===== src/source/llc_sync_ram.sv =====
`timescale 1ns/10ps
`default_nettype none

module llc_sync_ram #(
    parameter int WIDTH = 8,
    parameter int DEPTH_BITS = 4
) (
    input  logic                  clk,
    input  logic                  rst_n,

    // write port
    input  logic                  we,
    input  logic [DEPTH_BITS-1:0] waddr,
    input  logic [WIDTH-1:0]      wdata,

    // read port
    input  logic                  re,
    input  logic [DEPTH_BITS-1:0] raddr,
    output logic [WIDTH-1:0]      rdata
);

    localparam int DEPTH = 1 << DEPTH_BITS;

    logic [WIDTH-1:0] mem [DEPTH];

    always_ff @(posedge clk) begin
        if (we) begin
            mem[waddr] <= wdata;
        end
    end

    // registered read, sees the array before a write on the same edge
    always_ff @(posedge clk or negedge rst_n) begin
        if (!rst_n) begin
            rdata <= '0;
        end else if (re) begin
            rdata <= mem[raddr];
        end
    end

    // a write with an unknown address would corrupt an arbitrary entry
    a_waddr_known: assert property (
        @(posedge clk) disable iff (!rst_n)
        we |-> !$isunknown(waddr)
    ) else $error("llc_sync_ram: write address unknown while we is high");

endmodule

`default_nettype wire


===== config.mk =====
export PLATFORM = sky130hd
export DESIGN_NAME = llc_sync_ram
export DESIGN_NICKNAME = d
export VERILOG_FILES = /design/src/source/llc_sync_ram.sv
export SDC_FILE = /design/constraint.sdc
export NUM_CORES = 1
export LEC_CHECK = 0
export ABC_AREA = 1
export CAP_MARGIN = 10
export CORE_ASPECT_RATIO = 0.75
export CORE_UTILIZATION = 37
export CTS_CLUSTER_SIZE = 16
export DETAILED_ROUTE_END_ITERATION = 16
export DONT_BUFFER_PORTS = 1
export GPL_TIMING_DRIVEN = 0
export HOLD_SLACK_MARGIN = 0.03
export SYNTH_ARGS = -nofsm -noshare
export SYNTH_HDL_FRONTEND = slang
export SYNTH_SLANG_ARGS = --single-unit

===== constraint.sdc =====
create_clock -name clk -period 0.9 [get_ports clk]
set_input_delay 0.135 -clock clk [delete_from_list [all_inputs] [get_ports clk]]
set_output_delay 0.135 -clock clk [all_outputs]
set_load 0.1 [all_outputs]

# Word level (Yosys, flattened, before mapping)
# Memories as Yosys holds them, arrays and structs flattened. A register that Yosys moved wholly into a read port is not among the register bits.
# Cells that the tools add are included.
[classes]
add_sub_neg = 0
n_mul = 0
div_mod_pow = 0
order_cmp = 0
eq_ne = 0
shift = 0
mux = 2
bitwise = 0
reduce_logical = 1
[ops]
columns = ["operator", "count"]
rows = [
  ["2-to-1 mux 1 bit", 2],
  ["logical NOT 1 bit", 1],
]
[word_totals]
ff_bits = 0
latchBits = 0
ramBits = 128
romBits = 0
out_inout_bits = 8
word_cells = 4
mem_count = 1
[mem_list]
columns = ["name", "depth", "width", "read_ports", "rd_ports_with_merged_regs", "write_ports", "line_no", "source"]
rows = [
  ["mem", 16, 8, 1, 1, 1, "24", "logic [WIDTH-1:0] mem [DEPTH];"],
]

# Depth between registers and ports, before layout
[logic_depth]
depth_word = 2
mapped_depth = 10
depth_no_buf = 9

# Worst setup path before layout
# No wires, ideal clock.
[synth_timing]
kind = "reg-to-reg"
from = "register, netlist name rdata[0]"
to = "register rdata[0], read port of mem"
setup_time_ns = 0.068
arrival_time_ns = 1.088
t_required_ns = 0.832
path_slack_ns = -0.256
path_stages_with_launch = 3
n_path_buf = 0
period_less_slack_ns = 1.156
cell_sequence = "dfrtp_1 nand2_1 nand2_1"
[synth_lines]
columns = ["element", "line_no", "source"]
rows = [
  ["end: declaration", "19", "output logic [WIDTH-1:0] rdata"],
]

# Worst setup path after layout
[layout_timing]
from = "register rdata[0], read port of mem"
to = "output port rdata[0]"
# No word-level cell between the ends.

==> impl_results.md <==
* Max-slew violations at 0
* Post-synth top cells: 198 x nand2_1, 128 x edfxtp_1, 98 x nand3_1
* H-tree Lvls at 4
* P_int at 11500 uW
* Violated checks: negative setup slack
* DRT Pass-1 Iters at 5
* Area Overhead vs Synth at 26.7%
* Buffers added on ports at 0
* Post-synth EDFFs at 128
* Largest net degree at the start of global routing at 17
* Row Count at 38
* Die ar. at 15700 sq um
* Worst-Margin Slew at 0.839 ns
* Initial DRC Count at 434
* Die Width at 145 microns
* Initial antenna violation count at 0
* RSZ-0062 raised after global routing: yes
* Clk network pwr share at 0.434
* Most common cell in the synthesized netlist: nand2_1
* CTS tree: built
* Tot GR Track Use at 0.209
* Global-route wire length before repair at 22500 microns
* Syn Area/Cell at 11.7 sq um
* Final wirelength at 15200 microns
* Die Span Y at 109 microns
* Hpwl dp at 9800 microns
* Sw frac at 0.251
* Pwr dens at 2160 nW/um^2
* Yosys Warn Count at 0
* VDD IR max at 0.00150 V
* Setup WS pre-CTS at -0.388 ns
* Post-layout net count at 532
* CTS root buffer: clkbuf_16
* Routability cong. at 0.824
* Setup Viol. Count Final at 16
* Sw power at 3870 uW
* GRT Residual Overflow at 0
* Async SR Flop Fraction at 0.0588
* Leak at 0.00268 uW
* ANT nets after route at 0
* Synth Cell Area at 5640 sq um
* Cells after synthesis at 483
* Routed len/inst at 21.0 microns
* Core Box Area at 14600 sq um
* Setup WS post-layout at -0.271 ns
* Post-route minimum period at 1.17 ns
* Sequential power share at 0.488
* Vias at 3776
* Period utilization at 1.30
* Vias in the first global route at 3762
* Ant diodes at 0
* Worst-path clk slew at 0.06 ns
* CP arrival at 1.04 ns
* # DRC at 0
* Clock Latency Late Sink at 0.42 ns
* R2r setup slk at -0.20 ns
* Io pins at 28
* Primary FF master, synth: edfxtp_1
* Hold Vio Cnt, Final at 0
* Longest Clk Path Bufs at 2
* Setup TNS at -3.53 ns
* CTS Buf Count at 17
* Seq/Total Area, Yosys at 0.718
* Number of synthesized register bits at 136
* R2R depth at 8
* F_max at 854 MHz
* Worst r2r src: mem[6][7]
* Comb power frac at 0.078
* Share of the synthesized area in the top cell type at 0.682
* Min-delay worst type: in -> async
* Critical Path End Type: output port
* Slew margin rel. at 0.441
* WP data required at 0.76 ns
* Final hold slack at 0.0739 ns
* Crit Path Category: reg -> out
* Crit-path max FO at 2
* Clock Skew at 0.00501 ns
* Synth unique cells at 11
* Post-Syn Nets at 503
* Sinks on Clock Net at 136
* Dominant cells by area after synthesis: edfxtp_1 68%, nand2_1 13%, nand3_1 8.7%, dfrtp_1 3.6%, buf_6 1.8%
* Layout cell share with drive strength beyond 1 at 0.322
* Post-CTS Setup Bufs at 0
* Dominant cell type by area after synthesis: edfxtp_1
* Initial core utilization at 0.385
* Routed vias/inst at 5.21
* Critical R2R Capture: rdata[7]
* CP Launch Type: register
* Number of max-cap violations at 0
* Status: finished with violations
flip-flops by register name, indices dropped and copies added (netlist names):
signal  cells
mem       128
rdata       8
cells in the final DEF, fill, tap and decap left out, types with 3 or more instances in the layout:
cell            count
buf_4               5
buf_6               8
clkbuf_16          18
clkbuf_8            6
clkinv_2            5
clkinvlp_4          3
dfrtp_4             8
dlymetal6s4s_1      8
edfxtp_1          128
inv_1               4
inv_2               3
nand2_1           166
nand2_2            30
nand3_1            45
nand3_2            50
nand3_4             3
nor2_4             16
how the worst max path moves through the flow:
stage | slack [ns] | cells past startpoint | to | from
5_1_grt | -0.28 | 0 | rdata[7] | rdata[7]
2_1_floorplan | -0.02 | 10 | rdata[0] | raddr[0]
6_report | -0.27 | 0 | rdata[0] | rdata[0]
4_1_cts | -0.28 | 0 | rdata[0] | rdata[0]
3_3_place_gp | -0.38 | 10 | rdata[0] | raddr[0]
3_5_place_dp | -0.39 | 10 | rdata[0] | raddr[0]
routing by layer:
metal,vias to the layer above,GRT usage,routed length (microns)
met1,1881,0.316,6990
met4,0,0.0707,189
met3,18,0.0435,1320
met2,153,0.297,6720
li1,1724,-,-
met5,-,0,0
kinds of logic (layout without fill, tap and decap cells):
| family | count (synthesis) | count (layout) | synth area share |
|---|---|---|---|
| flops | 136 | 136 | 0.718 |
| buf+inv | 33 | 75 | 0.0515 |
| simple gates | 314 | 314 | 0.231 |
layout make-up:
class,count,area (sq um)
well taps,200,250
flip-flops and latches,136,4070
fillers,1307,7510
clock buffers,18,429
multi-input cells,314,1800
plain buffers,25,295
repair buffers,10,120
clock inverters,14,133
inverters,8,32.5
per-stage QoR:
stage          instances   util  area [sq um]  power (uW)
3_5_place_dp         683  0.419          6140        8540
4_1_cts              725  0.479          7020       15400
6_report             725  0.487          7140       15400
3_3_place_gp         683  0.419          6140        8530
5_1_grt              725  0.487          7140       15800
2_1_floorplan        483      -          5890        8270
power groups by stage:
stage / logic, uW / registers (uW) / clock network (uW)
after global routing: 1290 / 7540 / 6950
after global placement: 897 / 7630 / 0
after floorplan: 659 / 7620 / 0
final: 1200 / 7530 / 6690
after CTS: 1130 / 7530 / 6710
after detailed placement: 909 / 7630 / 0
what timing repair did:
| item | in CTS | in global routing |
|---|---|---|
| endpoints found under the hold margin | 144 | 0 |
| setup endpoints to repair | 16 | 144 |
| pin swaps | 53 | 22 |
| hold buffers | 10 | 0 |
| gates resized for setup | 47 | 32 |
Power figures use the tool's default switching activity.
