## config.mk

```make
export PLATFORM = sky130hd
export DESIGN_NAME = llc_way_store
export DESIGN_NICKNAME = d
export VERILOG_FILES = /design/src/source/llc_pkg.sv /design/src/source/llc_sync_ram.sv /design/src/source/llc_way_store.sv
export SDC_FILE = /design/constraint.sdc
export NUM_CORES = 1
export LEC_CHECK = 0
export ABC_AREA = 0
export BUFFER_PORTS_ARGS = -buffer_cell sky130_fd_sc_hd__buf_2
export CAP_MARGIN = 40
export CORE_UTILIZATION = 25
export CTS_BUF_LIST = sky130_fd_sc_hd__clkbuf_8
export CTS_CLUSTER_SIZE = 10
export DETAILED_ROUTE_END_ITERATION = 12
export GPL_ROUTABILITY_DRIVEN = 0
export PLACE_DENSITY = 0.36
export RECOVER_POWER = 100
export SKIP_CTS_REPAIR_TIMING = 1
export SLEW_MARGIN = 15
export SYNTH_ARGS = -nofsm -noshare
export SYNTH_HDL_FRONTEND = slang
export SYNTH_HIERARCHICAL = 1
export SYNTH_SLANG_ARGS = --single-unit
```

## constraint.sdc

```tcl
create_clock -name clk -period 4.1 [get_ports clk]
set_input_delay 0.41 -clock clk [delete_from_list [all_inputs] [get_ports clk]]
set_output_delay 0.41 -clock clk [all_outputs]
set_load 0.01 [all_outputs]
```

## src/source/llc_pkg.sv

```systemverilog
`default_nettype none

package llc_pkg;

    // cache geometry
    localparam int LLC_WAYS = 4;
    localparam int LLC_SET_BITS = 4;
    localparam int LLC_SETS = 1 << LLC_SET_BITS;
    localparam int LLC_WAY_BITS = $clog2(LLC_WAYS);

    // field widths
    localparam int LLC_TAG_BITS = 12;
    localparam int LLC_LINE_BITS = 64;
    localparam int LLC_SHARERS_BITS = 4;
    localparam int LLC_STATE_BITS = 3;

    typedef logic [LLC_SET_BITS-1:0] llc_set_t;
    typedef logic [LLC_WAY_BITS-1:0] llc_way_t;
    typedef logic [LLC_TAG_BITS-1:0] llc_tag_t;
    typedef logic [LLC_LINE_BITS-1:0] line_t;

    // one bit per requester that may hold a copy of the line
    typedef logic [LLC_SHARERS_BITS-1:0] sharers_t;

    // coherence state of a cached line, invalid must stay zero
    typedef enum logic [LLC_STATE_BITS-1:0] {
        LLC_INVALID   = 3'd0,
        LLC_VALID     = 3'd1,
        LLC_SHARED    = 3'd2,
        LLC_EXCLUSIVE = 3'd3,
        LLC_MODIFIED  = 3'd4
    } llc_state_t;

endpackage

`default_nettype wire

```

## src/source/llc_sync_ram.sv

```systemverilog
`timescale 1ns/10ps
`default_nettype none

module llc_sync_ram #(
    parameter int WIDTH = 8,
    parameter int DEPTH_BITS = 4
) (
    input  logic                  clk,
    input  logic                  rst_n,

    // write port
    input  logic                  we,
    input  logic [DEPTH_BITS-1:0] waddr,
    input  logic [WIDTH-1:0]      wdata,

    // read port
    input  logic                  re,
    input  logic [DEPTH_BITS-1:0] raddr,
    output logic [WIDTH-1:0]      rdata
);

    localparam int DEPTH = 1 << DEPTH_BITS;

    logic [WIDTH-1:0] mem [DEPTH];

    always_ff @(posedge clk) begin
        if (we) begin
            mem[waddr] <= wdata;
        end
    end

    // registered read, sees the array before a write on the same edge
    always_ff @(posedge clk or negedge rst_n) begin
        if (!rst_n) begin
            rdata <= '0;
        end else if (re) begin
            rdata <= mem[raddr];
        end
    end

    // a write with an unknown address would corrupt an arbitrary entry
    a_waddr_known: assert property (
        @(posedge clk) disable iff (!rst_n)
        we |-> !$isunknown(waddr)
    ) else $error("llc_sync_ram: write address unknown while we is high");

endmodule

`default_nettype wire

```

## src/source/llc_way_store.sv

```systemverilog
`timescale 1ns/10ps
`default_nettype none

module llc_way_store
    import llc_pkg::*;
#(
    parameter int WAY_INDEX = 0
) (
    input  logic       clk,
    input  logic       rst_n,

    input  llc_set_t   set_in,
    input  llc_way_t   way,
    input  logic       wr_en,
    input  logic       flush,
    input  logic       rd_en,

    input  llc_tag_t   wr_data_tag,
    input  line_t      wr_data_line,
    input  llc_state_t wr_data_state,
    input  logic       wr_data_dirty_bit,
    input  sharers_t   wr_data_sharers,

    output llc_tag_t   rd_data_tag,
    output line_t      rd_data_line,
    output llc_state_t rd_data_state,
    output logic       rd_data_dirty_bit,
    output sharers_t   rd_data_sharers
);

    logic way_hit;
    logic field_en;
    logic flush_field_en;

    logic [LLC_STATE_BITS-1:0] state_wbits;
    logic [LLC_STATE_BITS-1:0] state_rbits;

    assign way_hit = (way == llc_way_t'(WAY_INDEX));

    // tag and line only change on a regular write to this way
    assign field_en = wr_en & way_hit;

    // state, dirty and sharers are also cleared by a flush of this way
    // while another way takes the regular write
    assign flush_field_en = field_en | (flush & ~way_hit);

    // state memory stores raw bits
    assign state_wbits = wr_data_state;
    assign rd_data_state = llc_state_t'(state_rbits);

    llc_sync_ram #(
        .WIDTH(LLC_TAG_BITS),
        .DEPTH_BITS(LLC_SET_BITS)
    ) tag_ram_inst (
        .clk(clk),
        .rst_n(rst_n),
        .we(field_en),
        .waddr(set_in),
        .wdata(wr_data_tag),
        .re(rd_en),
        .raddr(set_in),
        .rdata(rd_data_tag)
    );

    llc_sync_ram #(
        .WIDTH(LLC_LINE_BITS),
        .DEPTH_BITS(LLC_SET_BITS)
    ) line_ram_inst (
        .clk(clk),
        .rst_n(rst_n),
        .we(field_en),
        .waddr(set_in),
        .wdata(wr_data_line),
        .re(rd_en),
        .raddr(set_in),
        .rdata(rd_data_line)
    );

    llc_sync_ram #(
        .WIDTH(LLC_STATE_BITS),
        .DEPTH_BITS(LLC_SET_BITS)
    ) state_ram_inst (
        .clk(clk),
        .rst_n(rst_n),
        .we(flush_field_en),
        .waddr(set_in),
        .wdata(state_wbits),
        .re(rd_en),
        .raddr(set_in),
        .rdata(state_rbits)
    );

    llc_sync_ram #(
        .WIDTH(1),
        .DEPTH_BITS(LLC_SET_BITS)
    ) dirty_ram_inst (
        .clk(clk),
        .rst_n(rst_n),
        .we(flush_field_en),
        .waddr(set_in),
        .wdata(wr_data_dirty_bit),
        .re(rd_en),
        .raddr(set_in),
        .rdata(rd_data_dirty_bit)
    );

    llc_sync_ram #(
        .WIDTH(LLC_SHARERS_BITS),
        .DEPTH_BITS(LLC_SET_BITS)
    ) sharers_ram_inst (
        .clk(clk),
        .rst_n(rst_n),
        .we(flush_field_en),
        .waddr(set_in),
        .wdata(wr_data_sharers),
        .re(rd_en),
        .raddr(set_in),
        .rdata(rd_data_sharers)
    );

    // the state read back must be one the controller could have written;
    // sets never flushed read unknown in a four-state simulator
    a_state_legal: assert property (
        @(posedge clk) disable iff (!rst_n)
        !$isunknown(state_rbits) |->
            state_rbits inside {LLC_INVALID, LLC_VALID, LLC_SHARED,
                                LLC_EXCLUSIVE, LLC_MODIFIED}
    ) else $error("llc_way_store %0d: illegal state encoding %0d read back",
                  WAY_INDEX, state_rbits);

endmodule

`default_nettype wire

```

# Word level (Yosys, flattened, before mapping)
# Memory sizes are Yosys's and may differ from the RTL's. A register that Yosys moved wholly into a read port is not among the register bits.
# Index checks and enable logic that the tools add are counted.
[word_totals]
reg_bits = 0
latchBits = 0
ramBits = 1344
romBits = 0
out_inout_bits = 84
mem_count = 5
[classes]
addsub = 0
multipliers = 0
div_mod_pow = 0
n_lt_le_gt_ge = 0
eq_ne = 0
shifts = 0
muxes = 4
n_bitwise = 4
n_reduce_logical = 6
[mem_list]
columns = ["memory", "depth", "width", "read_ports", "rd_ports_with_merged_regs", "wr", "line_no", "text"]
rows = [
  ["line_ram_inst.mem", 16, 64, 1, 1, 1, "llc_sync_ram.sv:24", "logic [WIDTH-1:0] mem [DEPTH];"],
  ["tag_ram_inst.mem", 16, 12, 1, 1, 1, "llc_sync_ram.sv:24", ""],
  ["sharers_ram_inst.mem", 16, 4, 1, 1, 1, "llc_sync_ram.sv:24", ""],
  ["state_ram_inst.mem", 16, 3, 1, 1, 1, "llc_sync_ram.sv:24", ""],
  ["dirty_ram_inst.mem", 16, 1, 1, 1, 1, "llc_sync_ram.sv:24", ""],
]
[op_table]
columns = ["op", "n"]
rows = [
  ["$logic_not 1->1", 5],
  ["$mux 1", 4],
  ["$and 1x1->1", 2],
  ["$logic_not 2->1", 1],
  ["$not 1->1", 1],
  ["$or 1x1->1", 1],
]

# Depth between registers and ports, before layout
# Gate-level depths: netlist of the first run.
[logic_depth]
ltp_word = 6
ltp_mapped = 7
ltp_nobuf = 4

# By module
# The synthesis of the first run kept the hierarchy.
[by_module_without_submodules]
columns = ["module", "n_inst", "cells_each", "area_per_inst_um2", "seq_area_each_um2"]
rows = [
  ["llc_sync_ram at line_ram_inst", 1, 1726, 41061.9, 32351.0],
  ["llc_sync_ram at tag_ram_inst", 1, 344, 7923.8, 6065.8],
  ["llc_sync_ram at sharers_ram_inst", 1, 128, 2761.4, 2021.9],
  ["llc_sync_ram at state_ram_inst", 1, 101, 2085.8, 1516.5],
  ["llc_sync_ram at dirty_ram_inst", 1, 48, 765.7, 505.5],
  ["llc_way_store", 1, 3, 23.8, 0.0],
]

# Least setup slack after synthesis of the first run
# OpenSTA, ideal clock, no wires.
[synth_path]
path_kind = "in2reg"
from = "in way[1]"
to = "mem line_ram_inst/mem[0][0] (netlist bit) (enable)"
setup_time_ns = 0.565
t_arrival_ns = 5.634
t_required_ns = 3.535
setup_slack_ns = -2.100
path_stages = 3
n_path_buf = 0
cell_sequence = "nor3b_2 -> or3b_2 -> nor3_1"
[synth_via]
elab_chain_cells = 4
[synth_rtl]
columns = ["item", "line_no", "text"]
rows = [
  ["start: declaration", "llc_way_store.sv:13", "input llc_way_t way,"],
  ["$logic_not 2->1", "llc_way_store.sv:38", "assign way_hit = (way == llc_way_t'(WAY_INDEX));"],
  ["$and 1x1->1", "llc_way_store.sv:41", "assign field_en = wr_en & way_hit;"],
  ["$mux 1", "llc_sync_ram.sv:27", "if (we) begin"],
  ["$mux 1 (implied by the code)", "llc_sync_ram.sv:28", "mem[waddr] <= wdata;"],
  ["end: declaration", "llc_sync_ram.sv:24", ""],
]
# Every way passes these cells.

# Final worst setup path of the first run
[layout_path]
from = "in set_in[0]"
to = "mem line_ram_inst/mem[13][14] (netlist bit) (enable)"
[layout_rtl]
columns = ["item", "line_no", "text"]
rows = [
  ["start: declaration", "llc_way_store.sv:12", "input llc_set_t set_in,"],
]
# Straight into the memory's write port.

==> results of run 1 <==
==> Yosys cell counts (4+ instances only) <==
cell type  instances
edfxtp_1        1344
mux4_2           293
nor2_1           136
mux2i_1          100
dfrtp_1           84
o22ai_1           70
mux4_1            43
buf_6             40
a221oi_2          39
a221oi_1          37
clkbuf_1          29
buf_2             25
nor3_1            20
nand2b_1          13
buf_8             11
nand3b_1          10
buf_1              7
buf_4              7
mux2_2             7
o22ai_2            6
nand2_1            5
nand3_1            5
or3b_2             5
clkbuf_4           4
==> registers in the layout, summed over array words and instances, names as in the netlist <==
| register | count |
|---|---|
| line_ram_inst/rdata | 64 |
| state_ram_inst/rdata | 3 |
| state_ram_inst/mem | 48 |
| dirty_ram_inst/rdata | 1 |
| tag_ram_inst/rdata | 12 |
| dirty_ram_inst/mem | 16 |
| tag_ram_inst/mem | 192 |
| line_ram_inst/mem | 1024 |
| sharers_ram_inst/mem | 64 |
| sharers_ram_inst/rdata | 4 |
==> power by group <==
| part | internal (mW) | switching [mW] | leakage (nW) | total [mW] |
|---|---|---|---|---|
| registers | 16.2 | 0.130 | 13.0 | 16.3 |
| clock network | 7.05 | 6.01 | 2.95 | 13.1 |
| logic | 0.638 | 1.02 | 4.58 | 1.66 |
| total | 23.9 | 7.16 | 20.6 | 31.0 |
==> cells in the final DEF (no fill, tap or decap), drive strengths merged <==
cell,count
edfxtp,1344
clkbuf,510
mux4,336
nor2,136
inv,102
mux2i,100
dlygate4sd3,87
dfrtp,84
o22ai,76
a221oi,76
clkinv,74
buf,52
nor3,20
nand2b,13
nand3b,10
mux2,8
clkinvlp,7
bufinv,6
nand2,5
nand3,5
or3b,5
diode,3
or2,2
and2,2
nor3b,1
o21ai,1
==> cell families (layout without fill, tap and decap cells) <==
| family | after synthesis | after routing | share of synthesized area |
|---|---|---|---|
| buffers and inverters | 126 | 838 | 0.01865 |
| AOI/OAI and AO/OA | 153 | 153 | 0.02614 |
| other | 0 | 3 | 0 |
| muxes | 444 | 444 | 0.1615 |
| and+or+nand+nor | 199 | 199 | 0.01633 |
| DFF | 1428 | 1428 | 0.7774 |
==> worst paths after layout <==
kind                                                           start                                     to  slack, ns  depth (start not counted)
worst min register to register      dirty_ram_inst/rdata$_DFFE_PN0P_       dirty_ram_inst/rdata$_DFFE_PN0P_       0.49                          1
worst max-delay path                                       set_in[0]    line_ram_inst/mem[13][14]$_DFFE_PP_       1.12                          5
min in group asynchronous                                      rst_n      tag_ram_inst/rdata[2]$_DFFE_PN0P_       1.03                          4
max in group asynchronous                                      rst_n     line_ram_inst/rdata[8]$_DFFE_PN0P_       1.59                          4
worst min-delay path                                       set_in[3]  sharers_ram_inst/rdata[1]$_DFFE_PN0P_        0.1                          3
worst max register to register  sharers_ram_inst/mem[1][1]$_DFFE_PP_  sharers_ram_inst/rdata[1]$_DFFE_PN0P_       2.33                          4
==> final cells by class <==
cell class | count | area, um2 | share of cell area
antenna | 3 | 7.507 | 0.0001162
clock buffer | 298 | 4101 | 0.06347
clock inverter | 189 | 935.9 | 0.01448
sequential | 1428 | 42460 | 0.6571
multi-input combinational | 796 | 11040 | 0.1709
tap | 2854 | 3571 | 0.05526
timing repair buffer | 351 | 2501 | 0.03871
==> worst max-delay path: stages <==
cell and delay [ns]:
clkbuf_1 1.10, buf_16 0.31, nand2b_1 0.23, nor2_4 0.16
clkbuf_1 1.20
==> through the flow <==
stage	setup TNS, ns	power [mW]
after global routing	0	32.35
final	0	31.04
after CTS	0	31.66
after global placement	0	18.29
after floorplan	-73.94	17.51
after detailed placement	0	18.33
==> routing by layer <==
layer / vias to the layer above / part of all wire / GRT usage
li1: 11140 / - / -
met1: 14160 / 0.44 / 0.1745
met2: 606 / 0.49 / 0.2256
met3: 280 / 0.043 / 0.03225
met4: 14 / 0.024 / 0.04660
met5: - / 0.00062 / 0
==> impl_metrics.ini, run 1 <==
[routing]
dr.pass1.iters = 7
wl_per_cell_um = 25.50
detail_route.vias_per_cell = 4.426
vias = 26200
drt_first_iter_violations = 1734
drc = 0
postRouteAntennaNets = 0
totalWireLength_um = 150900

[logic_synthesis]
ys.flop_type = edfxtp_1
syn_area_per_cell_um2 = 23.24
synth_cell_types = 30
yosys_warnings = 6
synth_edf_count = 1344
async_flop_share = 0.05882
synth_area_mm2 = 0.05462
synth_seq_cells = 1428
synth_cells = 2350
syn_nets = 2445
synth-seq-area-share = 0.7774
synth_area_leader_cell = edfxtp_1
ys_top_cells_by_area = edfxtp_1, mux4_2, dfrtp_1
synth_top_area_share = 0.7389

[sta]
setup_ws_ns = 1.124
skew_ns = 0.06400
fmax_mhz = 336.0
whs_ns = 0.09685
drv_slew = 395
final_hold_viol_count = 0
period_needed_ns = 2.976
relSlewSlack = -0.2958
tightest_slew_ns = 1.944
grt_setup_unrepaired = false
setup-violations-final = 0
period_share = 0.7259

[layout]
postLayoutCoreUtil = 0.2976
final_nets = 2954
layout-drive-gt1-share = 0.2410
fin_cells = 5919
fin_area_mm2 = 0.06462
area_growth_pct = 18.30
fill_cells = 21220

[grt]
grt_pass1_vias = 28800
grt_remaining_overflow = 0
grt_max_degree = 129
grt.total_usage = 0.1363
grt_pass1_wl_um = 213800
antenna_found_initial = 17

[placed_design]
place_area_mm2 = 0.05950
placedCellCount = 5340
io_buffers = 178
dp_hpwl_um = 80200
preCtsSetupSlack_ns = 1.240

[cts]
cts.clk_slew.worst_paths_ns = 0.06
clk-insertion-delay-late_ns = 0.97
htree_levels = 5
cts_buffers = 282
clock-sinks = 1428
clockRootBuffer = clkbuf_8
clockBufferDepth = 4
tritoncts = done

[worst_setup_path]
endpoint_kind = register
critical_path_required_ns = 4.64
worst-setup-path-type = in -> reg
start_kind = input port
arrival_ns = 3.52
cp_max_fo = 36

[pwr]
leakage_nw = 20.55
ir_worst_vdd_mv = 0.3420
p_per_area_mw_per_mm2 = 480.3

[die]
fp.dieH_um = 469.4
die_w_um = 469.4
num_io_pins = 179
rows = 171
start_util = 0.2515
die-area_mm2 = 0.2204
core_area_mm2 = 0.2172

[run_status]
violations = capacitance limit, slew limit
run_status = complete, but fails checks

[job]
maxCapViolations = 11

[min_path]
hold_path_class = in -> reg
(Power assumes the default switching activity.)
==> run 2: changes to the inputs <==
Settings changed: ABC_AREA 0 to 1.
Clock period 4.1 ns to 2.9 ns, I/O delays scaled along.
==> run 2 against run 1 <==
  * The flow still finishes with violations (capacitance limit, slew limit)
  * Hold slack gained 0.12 ns
  * Die area grew 5.7%
  * Register-to-register slack lost 0.75 ns
  * First-iteration DRC count grew 23%
  * Clock skew grew 0.013 ns
  * Via count grew 42%
  * Clock power grew 39%
  * Global-route usage grew 1.4 points
  * Wire length grew 16%
  * Synthesized cell count grew 110%
  * Final cell count grew 44%
  * Critical path type unchanged
  * Critical endpoint is now line_ram_inst/mem[10][61]$_DFFE_PP_
==> impl_metrics.ini, run 2 <==
[routing]
drt_first_iter_violations = 2139
dr.pass1.iters = 5
drc = 0
wl_per_cell_um = 20.58
totalWireLength_um = 175700
detail_route.vias_per_cell = 4.351
vias = 37160
postRouteAntennaNets = 0

[worst_setup_path]
startpoint = set_in[1]
rr_worst_depth = 8
arrival_ns = 2.99
start_kind = input port
r2r-start = line_ram_inst/mem[12][6]$_DFFE_PP_
endpoint_kind = register
critical_path_required_ns = 3.43
worst-setup-path-type = in -> reg
setup.worst_path.end = line_ram_inst/mem[10][61]$_DFFE_PP_
rrSetupSlack_ns = 1.58
cp_max_fo = 32
worstReg2RegEnd = line_ram_inst/rdata[6]$_DFFE_PN0P_

[placed_design]
preCtsSetupSlack_ns = 0.2238
dp_hpwl_um = 96510
io_buffers = 178

[logic_synthesis]
syn_area_per_cell_um2 = 11.76
synth-seq-area-share = 0.7354
async_flop_share = 0.05882
synth_area_leader_cell = edfxtp_1
synth_cell_types = 19
synthTopCellsByCount = nand2_1, edfxtp_1, nand3_1, buf_2, nor2_1
yosys_warnings = 6
synth_cells = 4909
ys.flop_type = edfxtp_1
syn_nets = 5004
synth.most_common_cell = nand2_1
synth_edf_count = 1344
synth_seq_cells = 1428
synth_area_mm2 = 0.05774
synth_top_area_share = 0.6990
ys_top_cells_by_area = edfxtp_1, nand2_1, nand3_1

[layout]
fill_cells = 23820
final_cell_mix = nand2_1, edfxtp_1, nand3_1
layout_commonest_cell = nand2_1
top_regs = line_ram_inst/mem: 1024 flops, tag_ram_inst/mem: 192 flops
area_growth_pct = 16.85
final_nets = 5413
largest_reg_flops = 1024
layout-drive-gt1-share = 0.08477
top_register = line_ram_inst/mem

[sta]
period_share = 0.8463
setup-violations-final = 0
fmax_mhz = 407.5
relSlewSlack = -0.1333
setup_ws_ns = 0.4459
skew_ns = 0.07695
drv_slew = 90
tightest_slew_ns = 1.700
final_hold_viol_count = 0
grt_setup_unrepaired = false
period_needed_ns = 2.454

[grt]
grt_pass1_wl_um = 258100
grt_remaining_overflow = 0
antenna_found_initial = 8
grt_max_degree = 142
grt.total_usage = 0.1505
grt_pass1_vias = 36970

[cts]
cts.clk_slew.worst_paths_ns = 0.06
cts_buffers = 290
htree_levels = 5
clk-insertion-delay-late_ns = 1.01
clockBufferDepth = 4
tritoncts = done
clockRootBuffer = clkbuf_8
clock-sinks = 1428

[min_path]
hold_path_class = in -> reg
min_path_cells = 4

[run_status]
run_status = complete, but fails checks
violations = capacitance limit, slew limit

[die]
die-area_mm2 = 0.2329
core_area_mm2 = 0.2297
rows = 176
start_util = 0.2514
num_io_pins = 179
fp.dieH_um = 482.6
die_w_um = 482.6

[pwr]
power_mw = 44.22
p_per_area_mw_per_mm2 = 655.4
ir_worst_vdd_mv = 0.3891
leakage_nw = 24.92

[job]
maxCapViolations = 3
run 2: cell types whose count changed in the layout (fill, tap and decap cells not counted), sizes merged, moves of 32 or more:
cell,before,now
o22ai,76,0
a221oi,76,0
inv,102,147
nand2,5,2046
nand3,5,1020
mux2i,100,0
nor2,136,89
mux4,336,0
buf,52,84
run 2: layer usage:
metal / track usage / share of wire / routed length [um]
met2: 0.2366 / 0.46 / 80790
met4: 0.04116 / 0.018 / 3183
met5: 0 / 0 / 0
met1: 0.2102 / 0.48 / 84450
met3: 0.02930 / 0.042 / 7321
run 2: final cells by class:
class / instances / area [um2] / area share
diodes: 6 / 15.01 / 0.0002225
repair buffers: 400 / 2892 / 0.04286
flip-flops and latches: 1428 / 42460 / 0.6293
clock inverters: 184 / 750.7 / 0.01113
inverters: 42 / 229.0 / 0.003394
clock buffers: 299 / 4115 / 0.06099
multi-input cells: 3156 / 13220 / 0.1960
well taps: 3026 / 3786 / 0.05612
run 2: worst max-delay path, stage by stage:
cell and delay [ns]:
dlygate4sd3_1 0.56, buf_8 0.33, nand2_1 0.35, nor2_4 0.19, clkbuf_1 1.19
run 2: stage by stage:
| stage | TNS, ns | hold WS [ns] | util | instance area, um2 | std cells |
|---|---|---|---|---|---|
| after CTS | 0 | -0.9555 | 0.2928 | 67250 | 8444 |
| final | 0 | 0.2135 | 0.2938 | 67470 | 8541 |
| after floorplan | -899.48 | -0.005591 | - | 57750 | 4909 |
| after global placement | 0 | 0.3570 | 0.2715 | 62360 | 7960 |
| after detailed placement | 0 | 0.1507 | 0.2716 | 62380 | 7961 |
| after global routing | 0 | 0.1286 | 0.2937 | 67470 | 8540 |
run 2: report_power, final:
| group | total [mW] | internal [mW] | switching [mW] |
|---|---|---|---|
| Sequential | 23.0 | 22.9 | 0.165 |
| Clock | 18.2 | 9.45 | 8.72 |
| Combinational | 3.00 | 0.807 | 2.19 |
run 2: worst min path at each step:
stage | startpoint | endpoint
6_report | set_in[0] | dirty_ram_inst/mem[1]$_DFFE_PP_
5_1_grt | set_in[0] | line_ram_inst/rdata[52]$_DFFE_PN0P_
4_1_cts | rst_n | line_ram_inst/rdata[62]$_DFFE_PN0P_
3_5_place_dp | rst_n | sharers_ram_inst/rdata[3]$_DFFE_PN0P_
3_3_place_gp | rst_n | sharers_ram_inst/rdata[1]$_DFFE_PN0P_
2_1_floorplan | rst_n | dirty_ram_inst/rdata$_DFFE_PN0P_
run 2: cells by family (layout without fill, tap and decap cells):
group	after synthesis	in the layout	synth area share
AOI/OAI and AO/OA	1	1	0.00008659
buffers and inverters	325	925	0.03658
DFF	1428	1428	0.7354
other	0	6	0
and+or+nand+nor	3155	3155	0.2280
